==> config.mk <==
export PLATFORM = sky130hd
export DESIGN_NAME = fillrect_top
export DESIGN_NICKNAME = d
export VERILOG_FILES = /design/src/fillrect_pkg.sv /design/src/fill_cmd_if.sv /design/src/fill_area_engine.sv /design/src/fill_cmd_fifo.sv /design/src/fillrect_cmd_parser.sv /design/src/fillrect_top.sv
export VERILOG_INCLUDE_DIRS = /design/src /design/src/src
export SDC_FILE = /design/constraint.sdc
export NUM_CORES = 1
export LEC_CHECK = 0
export ABC_AREA = 1
export BUFFER_PORTS_ARGS = -buffer_cell sky130_fd_sc_hd__buf_2
export CAP_MARGIN = 40
export CORE_ASPECT_RATIO = 2
export CORE_MARGIN = 4
export CORE_UTILIZATION = 60
export DETAILED_ROUTE_END_ITERATION = 12
export HOLD_SLACK_MARGIN = 0.05
export PLACE_DENSITY = 0.86
export SKIP_LAST_GASP = 1
export SYNTH_ARGS = -nofsm -noshare
export SYNTH_HDL_FRONTEND = slang
export SYNTH_SLANG_ARGS = --single-unit
==> constraint.sdc <==
create_clock -name clk -period 11.3 [get_ports clk]
set_input_delay 1.695 -clock clk [delete_from_list [all_inputs] [get_ports clk]]
set_output_delay 1.695 -clock clk [all_outputs]
set_load 0.02 [all_outputs]
==> src/fillrect_params.svh <==
// -------------------------------------
// Panel geometry and command queue size
// -------------------------------------
`ifndef FILLRECT_PARAMS_SVH
`define FILLRECT_PARAMS_SVH

// Panel size in pixels
`define FILLRECT_PIXEL_WIDTH 320
`define FILLRECT_PIXEL_HEIGHT 240

// Bytes written per pixel
`define FILLRECT_BYTES_PER_PIXEL 2

// Default number of queued fill commands
`define FILLRECT_CMD_DEPTH 4

`endif

==> src/fillrect_pkg.sv <==
// -------------------------------------
// Address types and fill command format
// -------------------------------------
`include "fillrect_params.svh"

package fillrect_pkg;

    typedef logic [8:0] col_addr_t;
    typedef logic [7:0] row_addr_t;
    typedef logic [$clog2(`FILLRECT_BYTES_PER_PIXEL)-1:0] pixel_byte_t;

    // Clipped extents, one bit wider so a full panel span fits
    typedef logic [9:0] col_count_t;
    typedef logic [8:0] row_count_t;

    // Column field as received bytes or as a number
    typedef union packed {
        logic [1:0][7:0] bytes;
        logic [15:0] value;
    } col_field_t;

    // Element 0 goes out at pixel byte 0
    typedef logic [`FILLRECT_BYTES_PER_PIXEL-1:0][7:0] color_t;

    typedef struct packed {
        col_addr_t x1;
        row_addr_t y1;
        col_count_t width;
        row_count_t height;
        color_t color;
    } fill_cmd_t;

endpackage

==> src/fill_cmd_if.sv <==
// -------------------------------------
// Fill command link to and from queue
// -------------------------------------
`timescale 1ns/10ps
`include "fillrect_params.svh"

interface fill_cmd_if
    import fillrect_pkg::*;
();
    fill_cmd_t cmd;
    logic push;
    logic full;
    logic pop;
    logic empty;

    // Producer side of the queue
    modport writer (output cmd, output push, input full);
    modport store (input cmd, input push, output full);

    // Consumer side, cmd shows the head entry
    modport reader (output pop, input cmd, input empty);
    modport fetch (output cmd, output empty, input pop);

endinterface

==> src/fill_area_engine.sv <==
// -------------------------------------
// Rectangle walker issuing byte writes
// -------------------------------------
`timescale 1ns/10ps
`include "fillrect_params.svh"

module fill_area_engine
    import fillrect_pkg::*;
(
    input logic clk,
    input logic reset,
    fill_cmd_if.reader cmd_in,
    output row_addr_t row,
    output col_addr_t col,
    output pixel_byte_t pixel,
    output logic [7:0] data_out,
    output logic ram_write_enable,
    output logic done
);

    typedef enum logic [1:0] {
        S_IDLE,
        S_FILL,
        S_DONE
    } state_t;

    localparam pixel_byte_t LAST_PIXEL_BYTE = pixel_byte_t'(`FILLRECT_BYTES_PER_PIXEL - 1);

    state_t state;
    logic zero_area;

    color_t fill_color;
    col_addr_t col_first;
    col_addr_t col_last;
    row_addr_t row_last;

    // Next command may be taken in the done cycle
    assign cmd_in.pop = (state != S_FILL) && !cmd_in.empty;
    assign zero_area = (cmd_in.cmd.width == '0) || (cmd_in.cmd.height == '0);

    assign ram_write_enable = (state == S_FILL);
    assign done = (state == S_DONE);
    assign data_out = fill_color[pixel];

    always_ff @(posedge clk) begin
        if (cmd_in.pop) begin
            fill_color <= cmd_in.cmd.color;
            col_first <= cmd_in.cmd.x1;
            col_last <= col_addr_t'({1'b0, cmd_in.cmd.x1} + cmd_in.cmd.width - 10'd1);
            row_last <= row_addr_t'({1'b0, cmd_in.cmd.y1} + cmd_in.cmd.height - 9'd1);
        end
    end

    always_ff @(posedge clk) begin
        if (reset) begin
            state <= S_IDLE;
            row <= '0;
            col <= '0;
            pixel <= '0;
        end else if (cmd_in.pop) begin
            row <= cmd_in.cmd.y1;
            col <= cmd_in.cmd.x1;
            pixel <= '0;
            state <= zero_area ? S_DONE : S_FILL;
        end else begin
            case (state)
                S_FILL: begin
                    // Byte index innermost, then column, then row
                    if (pixel != LAST_PIXEL_BYTE) begin
                        pixel <= pixel + 1'b1;
                    end else begin
                        pixel <= '0;
                        if (col != col_last) begin
                            col <= col + 1'b1;
                        end else begin
                            col <= col_first;
                            if (row != row_last) begin
                                row <= row + 1'b1;
                            end else begin
                                state <= S_DONE;
                            end
                        end
                    end
                end
                S_DONE: state <= S_IDLE;
                default: state <= S_IDLE;
            endcase
        end
    end

    // Relies on the parser clipping both extents
    a_write_on_panel: assert property (
        @(posedge clk) disable iff (reset)
        ram_write_enable |-> (col < `FILLRECT_PIXEL_WIDTH) && (row < `FILLRECT_PIXEL_HEIGHT)
    );

endmodule

==> src/fill_cmd_fifo.sv <==
// -------------------------------------
// Circular queue of fill commands
// -------------------------------------
`timescale 1ns/10ps
`include "fillrect_params.svh"

module fill_cmd_fifo
    import fillrect_pkg::*;
#(
    parameter int DEPTH = `FILLRECT_CMD_DEPTH
) (
    input logic clk,
    input logic reset,
    fill_cmd_if.store wr,
    fill_cmd_if.fetch rd
);

    localparam int PTR_W = $clog2(DEPTH);
    localparam logic [PTR_W:0] FULL_COUNT = (PTR_W + 1)'(DEPTH);

    fill_cmd_t mem [DEPTH];
    logic [PTR_W-1:0] wr_ptr;
    logic [PTR_W-1:0] rd_ptr;
    logic [PTR_W:0] count;

    assign wr.full = (count == FULL_COUNT);
    assign rd.empty = (count == '0);

    // Head entry is always on the read side
    assign rd.cmd = mem[rd_ptr];

    always_ff @(posedge clk) begin
        if (wr.push) begin
            mem[wr_ptr] <= wr.cmd;
        end
    end

    // Pointers wrap on their own since DEPTH is a power of two
    always_ff @(posedge clk) begin
        if (reset) begin
            wr_ptr <= '0;
            rd_ptr <= '0;
            count <= '0;
        end else begin
            if (wr.push) begin
                wr_ptr <= wr_ptr + 1'b1;
            end
            if (rd.pop) begin
                rd_ptr <= rd_ptr + 1'b1;
            end
            case ({wr.push, rd.pop})
                2'b10: count <= count + 1'b1;
                2'b01: count <= count - 1'b1;
                default: count <= count;
            endcase
        end
    end

    a_count_bounded: assert property (
        @(posedge clk) disable iff (reset) count <= FULL_COUNT
    );

    a_no_pop_when_empty: assert property (
        @(posedge clk) disable iff (reset) rd.pop |-> !rd.empty
    );

endmodule

==> src/fillrect_cmd_parser.sv <==
// -------------------------------------
// Fill command byte parser with clipping
// -------------------------------------
`timescale 1ns/10ps
`include "fillrect_params.svh"

module fillrect_cmd_parser
    import fillrect_pkg::*;
(
    input logic clk,
    input logic reset,
    input logic [7:0] data_in,
    input logic enable,
    output logic ready_for_data,
    fill_cmd_if.writer cmd_out
);

    typedef enum logic [2:0] {
        S_X1,
        S_Y1,
        S_WIDTH,
        S_HEIGHT,
        S_COLOR,
        S_PUSH
    } state_t;

    localparam pixel_byte_t LAST_COLOR_BYTE = pixel_byte_t'(`FILLRECT_BYTES_PER_PIXEL - 1);

    state_t state;
    logic field_byte;
    pixel_byte_t color_idx;
    logic accept;

    col_field_t x1;
    col_field_t width;
    row_addr_t y1;
    row_addr_t height;
    color_t color;
    logic [15:0] width_clip;
    logic [15:0] height_clip;

    // Extent left after start, zero when start is off the panel
    function automatic logic [15:0] clip_extent(
        input logic [15:0] start,
        input logic [15:0] len,
        input logic [15:0] limit
    );
        if (start >= limit) begin
            return '0;
        end
        if (len > limit - start) begin
            return limit - start;
        end
        return len;
    endfunction

    assign ready_for_data = (state != S_PUSH);
    assign accept = enable && ready_for_data;
    assign cmd_out.push = (state == S_PUSH) && !cmd_out.full;

    assign width_clip = clip_extent(x1.value, width.value, 16'(`FILLRECT_PIXEL_WIDTH));
    assign height_clip = clip_extent(16'(y1), 16'(height), 16'(`FILLRECT_PIXEL_HEIGHT));

    assign cmd_out.cmd = '{
        x1: col_addr_t'(x1.value),
        y1: y1,
        width: col_count_t'(width_clip),
        height: row_count_t'(height_clip),
        color: color
    };

    always_ff @(posedge clk) begin
        if (reset) begin
            state <= S_X1;
            field_byte <= 1'b0;
            color_idx <= LAST_COLOR_BYTE;
        end else begin
            case (state)
                S_X1: begin
                    if (accept) begin
                        field_byte <= ~field_byte;
                        if (field_byte) begin
                            state <= S_Y1;
                        end
                    end
                end
                S_Y1: begin
                    if (accept) begin
                        state <= S_WIDTH;
                    end
                end
                S_WIDTH: begin
                    if (accept) begin
                        field_byte <= ~field_byte;
                        if (field_byte) begin
                            state <= S_HEIGHT;
                        end
                    end
                end
                S_HEIGHT: begin
                    if (accept) begin
                        state <= S_COLOR;
                    end
                end
                S_COLOR: begin
                    if (accept) begin
                        if (color_idx == '0) begin
                            state <= S_PUSH;
                        end else begin
                            color_idx <= color_idx - 1'b1;
                        end
                    end
                end
                S_PUSH: begin
                    // Held here while the queue is full
                    if (cmd_out.push) begin
                        state <= S_X1;
                        color_idx <= LAST_COLOR_BYTE;
                    end
                end
                default: state <= S_X1;
            endcase
        end
    end

    // Capture registers, little endian columns, big endian color
    always_ff @(posedge clk) begin
        if (cmd_out.push) begin
            x1 <= '0;
            width <= '0;
            y1 <= '0;
            height <= '0;
            color <= '0;
        end else if (accept) begin
            case (state)
                S_X1: x1.bytes[field_byte] <= data_in;
                S_Y1: y1 <= data_in;
                S_WIDTH: width.bytes[field_byte] <= data_in;
                S_HEIGHT: height <= data_in;
                S_COLOR: color[color_idx] <= data_in;
                default: ;
            endcase
        end
    end

    // A command waiting on a full queue is held unchanged
    a_hold_while_full: assert property (
        @(posedge clk) disable iff (reset)
        (state == S_PUSH) && !cmd_out.push |=> $stable(cmd_out.cmd)
    );

endmodule

==> src/fillrect_top.sv <==
// -------------------------------------
// Fill path: parser, queue and engine
// -------------------------------------
`timescale 1ns/10ps

module fillrect_top
    import fillrect_pkg::*;
(
    input logic clk,
    input logic reset,
    input logic [7:0] data_in,
    input logic enable,
    output logic ready_for_data,
    output row_addr_t row,
    output col_addr_t col,
    output pixel_byte_t pixel,
    output logic [7:0] data_out,
    output logic ram_write_enable,
    output logic done
);

    // Parser to queue, then queue to engine
    fill_cmd_if cmd_in ();
    fill_cmd_if cmd_out ();

    fillrect_cmd_parser i_parser (
        .clk(clk),
        .reset(reset),
        .data_in(data_in),
        .enable(enable),
        .ready_for_data(ready_for_data),
        .cmd_out(cmd_in.writer)
    );

    fill_cmd_fifo i_fifo (
        .clk(clk),
        .reset(reset),
        .wr(cmd_in.store),
        .rd(cmd_out.fetch)
    );

    fill_area_engine i_engine (
        .clk(clk),
        .reset(reset),
        .cmd_in(cmd_out.reader),
        .row(row),
        .col(col),
        .pixel(pixel),
        .data_out(data_out),
        .ram_write_enable(ram_write_enable),
        .done(done)
    );

endmodule

# Word-level counts from Yosys, hierarchy flattened
# Memories as Yosys holds them, arrays and structs flattened. A register that Yosys moved wholly into a read port is not among the register bits.
# Cells that the tools add are included.
classes:
  n_addsub: 14
  eq_ne: 27
  muxes: 58
  order_cmp: 9
  n_reduce_logical: 30
  n_bitwise: 1
op_table:
  columns: ["operator", "count"]
  rows:
  - ["2-to-1 mux 8 bit", 9]
  - ["2-to-1 mux 9 bit", 8]
  - ["bitwise mux 16 bit", 3]
  - ["2-to-1 mux 10 bit", 4]
  - ["2-to-1 mux 3 bit", 9]
  - ["inequality test 2 x 1 -> 1 bit (second input constant)", 9]
  - ["case mux 3 bit (6 select lines)", 1]
  - ["demux 8 bit (select 1 bit)", 2]
  - [">= comparator 16 x 9 -> 1 bit (second input constant)", 1]
  - ["greater-than comparator 16 bit", 1]
  - ["greater-than comparator 8 x 16 -> 1 bit", 1]
  - ["2-to-1 mux 2 bit", 8]
  - ["subtractor 9 x 16 -> 16 bit (first input constant)", 1]
  - ["AND reduction 2 bit", 7]
  - ["2-to-1 mux 1 bit", 12]
  - ["zero test 10 bit", 1]
  - ["nonzero test 2 bit", 5]
  - ["adder 9 x 1 -> 9 bit (second input constant)", 1]
  - ["adder 9 bit", 1]
  - ["== test 3 bit (second input constant)", 3]
  - ["zero test 9 bit", 1]
  - ["inequality test 3 bit (second input constant)", 3]
  - ["inequality test 9 bit", 1]
  - ["AND reduction 9 bit", 1]
  - ["30 further kinds", 46]
totals:
  memories: 1
  ramBits: 208
  out_inout_bits: 29
  ff_bits: 138
  input_bits: 11
  word_cells: 161
memory_table:
  columns: ["name", "words", "word_bits", "rd", "rd_clocked_by_memory_dff", "wr", "line_no", "rtl"]
  rows:
  - ["i_fifo.mem", 4, 52, 1, 1, 1, "fill_cmd_fifo.sv:21", "fill_cmd_t mem [DEPTH];"]

# Logic depth before layout (Yosys ltp)
logic_depth:
  ltp_word: 6
  mapped_depth: 21
  mapped_depth_nobuf: 20

# Cells and area by module
# From an unflattened synthesis, not the netlist that was laid out.
hier_totals:
  cells_unflattened: 1657
  area_unflattened_um2: 16697.3
modules_own_cells:
  columns: ["module", "instances", "seq_area_each_um2", "area_per_inst_um2", "cells_per_inst"]
  rows:
  - ["fill_cmd_fifo", 1, 6426.2, 8689.6, 560]
  - ["fillrect_cmd_parser", 1, 1381.3, 4041.4, 591]
  - ["fill_area_engine", 1, 1661.6, 3966.3, 506]

# Worst setup path after synthesis
# No wires, ideal clock.
synth_path:
  path_kind: "in2reg"
  start: "input port enable"
  end: "memory i_fifo.mem[0][0] (netlist name), enable pin"
  slack_ns: 6.491
  n_path_buf: 1
  required_ns: 10.838
  arrival_ns: 4.347
  setup_ns: 0.462
  stages: 5
  path_cell_list: "o21ai_2 -> nor2_2 -> inv_1 -> buf_4 -> nor2_1"
synth_lines:
  columns: ["element", "line_no", "rtl"]
  rows:
  - ["from (decl)", "fillrect_top.sv:12", "input logic enable,"]
  - ["to (decl)", "fill_cmd_fifo.sv:21", null]

==> metrics.csv <==
metric,value,unit
register area share after synthesis,59.6,%
Critical-path top delay cell,buf_4,
max-slew violation count,0,
CP max stage delay,0.65,ns
CTS Root Cell,clkbuf_16,
crit path cell chain,inv_2 > buf_4 > nand2_1 > nand3_1 > nand2_1 > ha_1 > inv_1 > ha_1 > inv_1 > fa_1 > o21ai_0 > a21oi_1 > nor2_1 > nor2_1 > xor2_1,
crit end category,register,
Detail Placement HPWL,23.4,mm
fmax,258,MHz
worst-margin pin slew,0.822,ns
DR DRC count,0,
#FFs+latches synth,348,
Final GP Congestion,0.886,
P_leak,0.00708,uW
Hold Fails Final Rpt,0,
DIE AREA,29300,sq um
Int Power,2880,uW
Synth cell types,40,
Period minus WS final,3.88,ns
# clock sinks,348,
Fin Hold WS,0.454,ns
Slew headroom,45.2,%
startpoint types,register,
worst reg2reg path depth,15,
WP buf/inv,4,
RSZ-0062 raised after global routing,no,
drt via density,5.70,
largest net degree at the start of global routing,72,
"top cells by area, synth","edfxtp_1 47%, dfxtp_1 12%, nand2_1 9.2%, ha_1 4.8%, inv_1 4.2%",
Syn. warnings,0,
DR iter-0 viols,787,
Hold Path Sink,i_parser.width[13]$_SDFFE_PP0P_,
io pins,40,
kind of critical path,register to register,
Worst Path Required,11.62,ns
net switching power,1850,uW
Final nets,1748,
Worst R2R Setup Slack,7.42,ns
worst-path maximum fanout,71,
sequential power share,40.4,%
clock group share of total power,20.5,%
Pre-antenna DRT Iters,5,
FP Rows,84,
status,completed,
Post-synth ARST share,0,%
Syn Std Cell Area,15900,sq um
maximum VDD drop,0.205,mV
TritonCTS Buffers,27,
clk_skew,0.0250,ns
CTS tree,done,
post-synth top area cell,edfxtp_1,
hold buffers post-CTS,0,
WHS Path Cells,2,
DRT antenna net count,0,
Die H,238,microns
Worst-path clk slew,0.08,ns
"count leader, synth",nand2_1,
# setup viols final,0,
total congestion overflow,0,
Pwr Density,274,nW/um^2
reg2reg end,i_engine.col_last[7]$_DFFE_PP_,
wire per inst,17.1,microns
Final Cycle Share,34.3,%
# H-tree levels,1,
Worst Path Arrival,4.20,ns
post_cts resized,0,
leading cell types by count after synthesis,"388 x nand2_1, 250 x edfxtp_1, 178 x inv_1, 133 x nor2_1, 125 x a21oi_1",
Min-Delay Path Class,register to register,
initial antenna violation count,0,
setup_tns,0,ns
# diodes,0,
Gate power share,39.1,%
final wirelength,34.9,mm
Core Area,26200,sq um
Post-synth EDFFs,250,
Clock Tree Buf Depth,3,
synthesis-to-finish area growth,8.64,%
input/output buffers,39,
Min-Delay Startpoint,i_parser.width[13]$_SDFFE_PP0P_,
"Clk Latency, worst-skew pair",0.56,ns
share of layout cells above drive strength 1,6.67,%
Max-Cap Viols,0,
vias in the first global route,11600,
Tot GR Track Use,23.9,%
crit-path leading delay family,buffers and inverters,
first-pass GRT wire length,55.1,mm
Post-synth top flop,edfxtp_1,
syn_area_per_cell,9.63,sq um
die extent in x,123,microns
Sw Share,39.2,%
setup bufs post-CTS,0,
initial core utilization,60.7,%
Synth top area share,47.2,%
via count,11600,
Post-Synthesis Cells,1650,
-- worst min-delay path, cell delays in order, from the launching register on --
cell and delay, ns:
dfxtp_1 0.32, inv_1 0.05, a21oi_1 0.05
-- stage by stage --
| step | worst slack [ns] | utilization [%] | total power (uW) | area, sq um | std cells |
|---|---|---|---|---|---|
| 2_1_floorplan | 6.49 | - | 3270 | 15900 | 1653 |
| 3_3_place_gp | 7.08 | 62.5 | 3660 | 16400 | 1988 |
| 3_5_place_dp | 7.03 | 62.5 | 3750 | 16400 | 1988 |
| 4_1_cts | 7.46 | 66.0 | 4730 | 17300 | 2038 |
| 5_1_grt | 7.17 | 66.0 | 5050 | 17300 | 2038 |
| 6_report | 7.42 | 66.0 | 4730 | 17300 | 2038 |
-- cells by family (layout without fill, tap and decap cells) --
group / count (synthesis) / count (layout) / synth area share [%]
compound gates: 286 / 286 / 9.53
other cells: 1 / 4 / 0.0236
xor+xnor: 43 / 43 / 2.37
fa+ha+maj: 64 / 64 / 5.18
flops: 348 / 348 / 59.6
simple gates: 665 / 665 / 17.2
buf+inv: 243 / 284 / 6.15
-- sequential cells by signal, indices dropped and copies added (netlist names), named ones only --
register,count
i_engine.col,9
i_engine.col_first,9
i_engine.col_last,9
i_engine.fill_color,16
i_engine.pixel,1
i_engine.row,8
i_engine.row_last,8
i_engine.state,2
i_fifo.count,3
i_fifo.mem,208
i_fifo.rd_ptr,2
i_fifo.wr_ptr,2
i_parser.cmd_out.cmd,16
i_parser.color_idx,1
i_parser.field_byte,1
i_parser.height,8
i_parser.state,3
i_parser.width,16
i_parser.x1,16
i_parser.y1,8
-- layout by cell type, fill, tap and decap left out, types with 3 or more instances in the layout --
master / instances
a21oi_1: 125
o21ai_0: 116
fa_1: 3
buf_4: 10
edfxtp_1: 250
buf_2: 39
ha_1: 61
clkinv_1: 5
clkinv_4: 3
nor2_4: 6
clkbuf_1: 3
o21ai_1: 5
xnor2_1: 16
inv_2: 4
nor2_2: 4
nor2_1: 129
clkinvlp_4: 5
conb_1: 4
nand4_1: 12
dfxtp_1: 96
xor2_1: 27
a22oi_1: 10
inv_6: 4
nand2_1: 388
nand3_1: 112
o211ai_1: 3
inv_1: 177
clkbuf_16: 27
o22ai_1: 17
nor3_1: 9
bufinv_16: 3
-- power by group through the flow --
| stage | logic, uW | registers [uW] | clock network [uW] |
|---|---|---|---|
| after global placement | 1740 | 1920 | 0 |
| after floorplan | 1380 | 1880 | 0 |
| after CTS | 1840 | 1910 | 977 |
| after global routing | 2090 | 1930 | 1030 |
| after detailed placement | 1820 | 1930 | 0 |
| final | 1850 | 1910 | 968 |
-- metal layers --
metal / vias to the layer above / routed length [microns] / track usage [%]
li1: 5583 / - / -
met1: 5477 / 11900 / 24.9
met2: 423 / 19000 / 44.5
met3: 139 / 1960 / 2.85
met4: 0 / 2010 / 14.5
met5: - / 0 / 0
-- layout make-up --
cell class | count | area, sq um
sequential | 348 | 9470
fill | 1903 | 8900
multi-input combinational | 1062 | 5490
inverter | 185 | 699
clock buffer | 30 | 687
tap | 344 | 430
timing repair buffer | 49 | 270
clock inverter | 20 | 216
-- how the worst max path moves through the flow --
stage	start	end	slack (ns)	cells after the start
CTS	register	i_engine.col_last[7]$_DFFE_PP_	7.46	15
global placement	enable	i_fifo.mem[3][24]$_DFFE_PP_	7.08	7
floorplan	enable	i_fifo.mem[0][0]$_DFFE_PP_	6.49	5
global route	register	i_engine.row_last[7]$_DFFE_PP_	7.17	15
finish	register	i_engine.col_last[7]$_DFFE_PP_	7.42	15
detailed placement	enable	i_fifo.mem[3][24]$_DFFE_PP_	7.03	7
No activity file was read; power rests on OpenSTA's default activity.
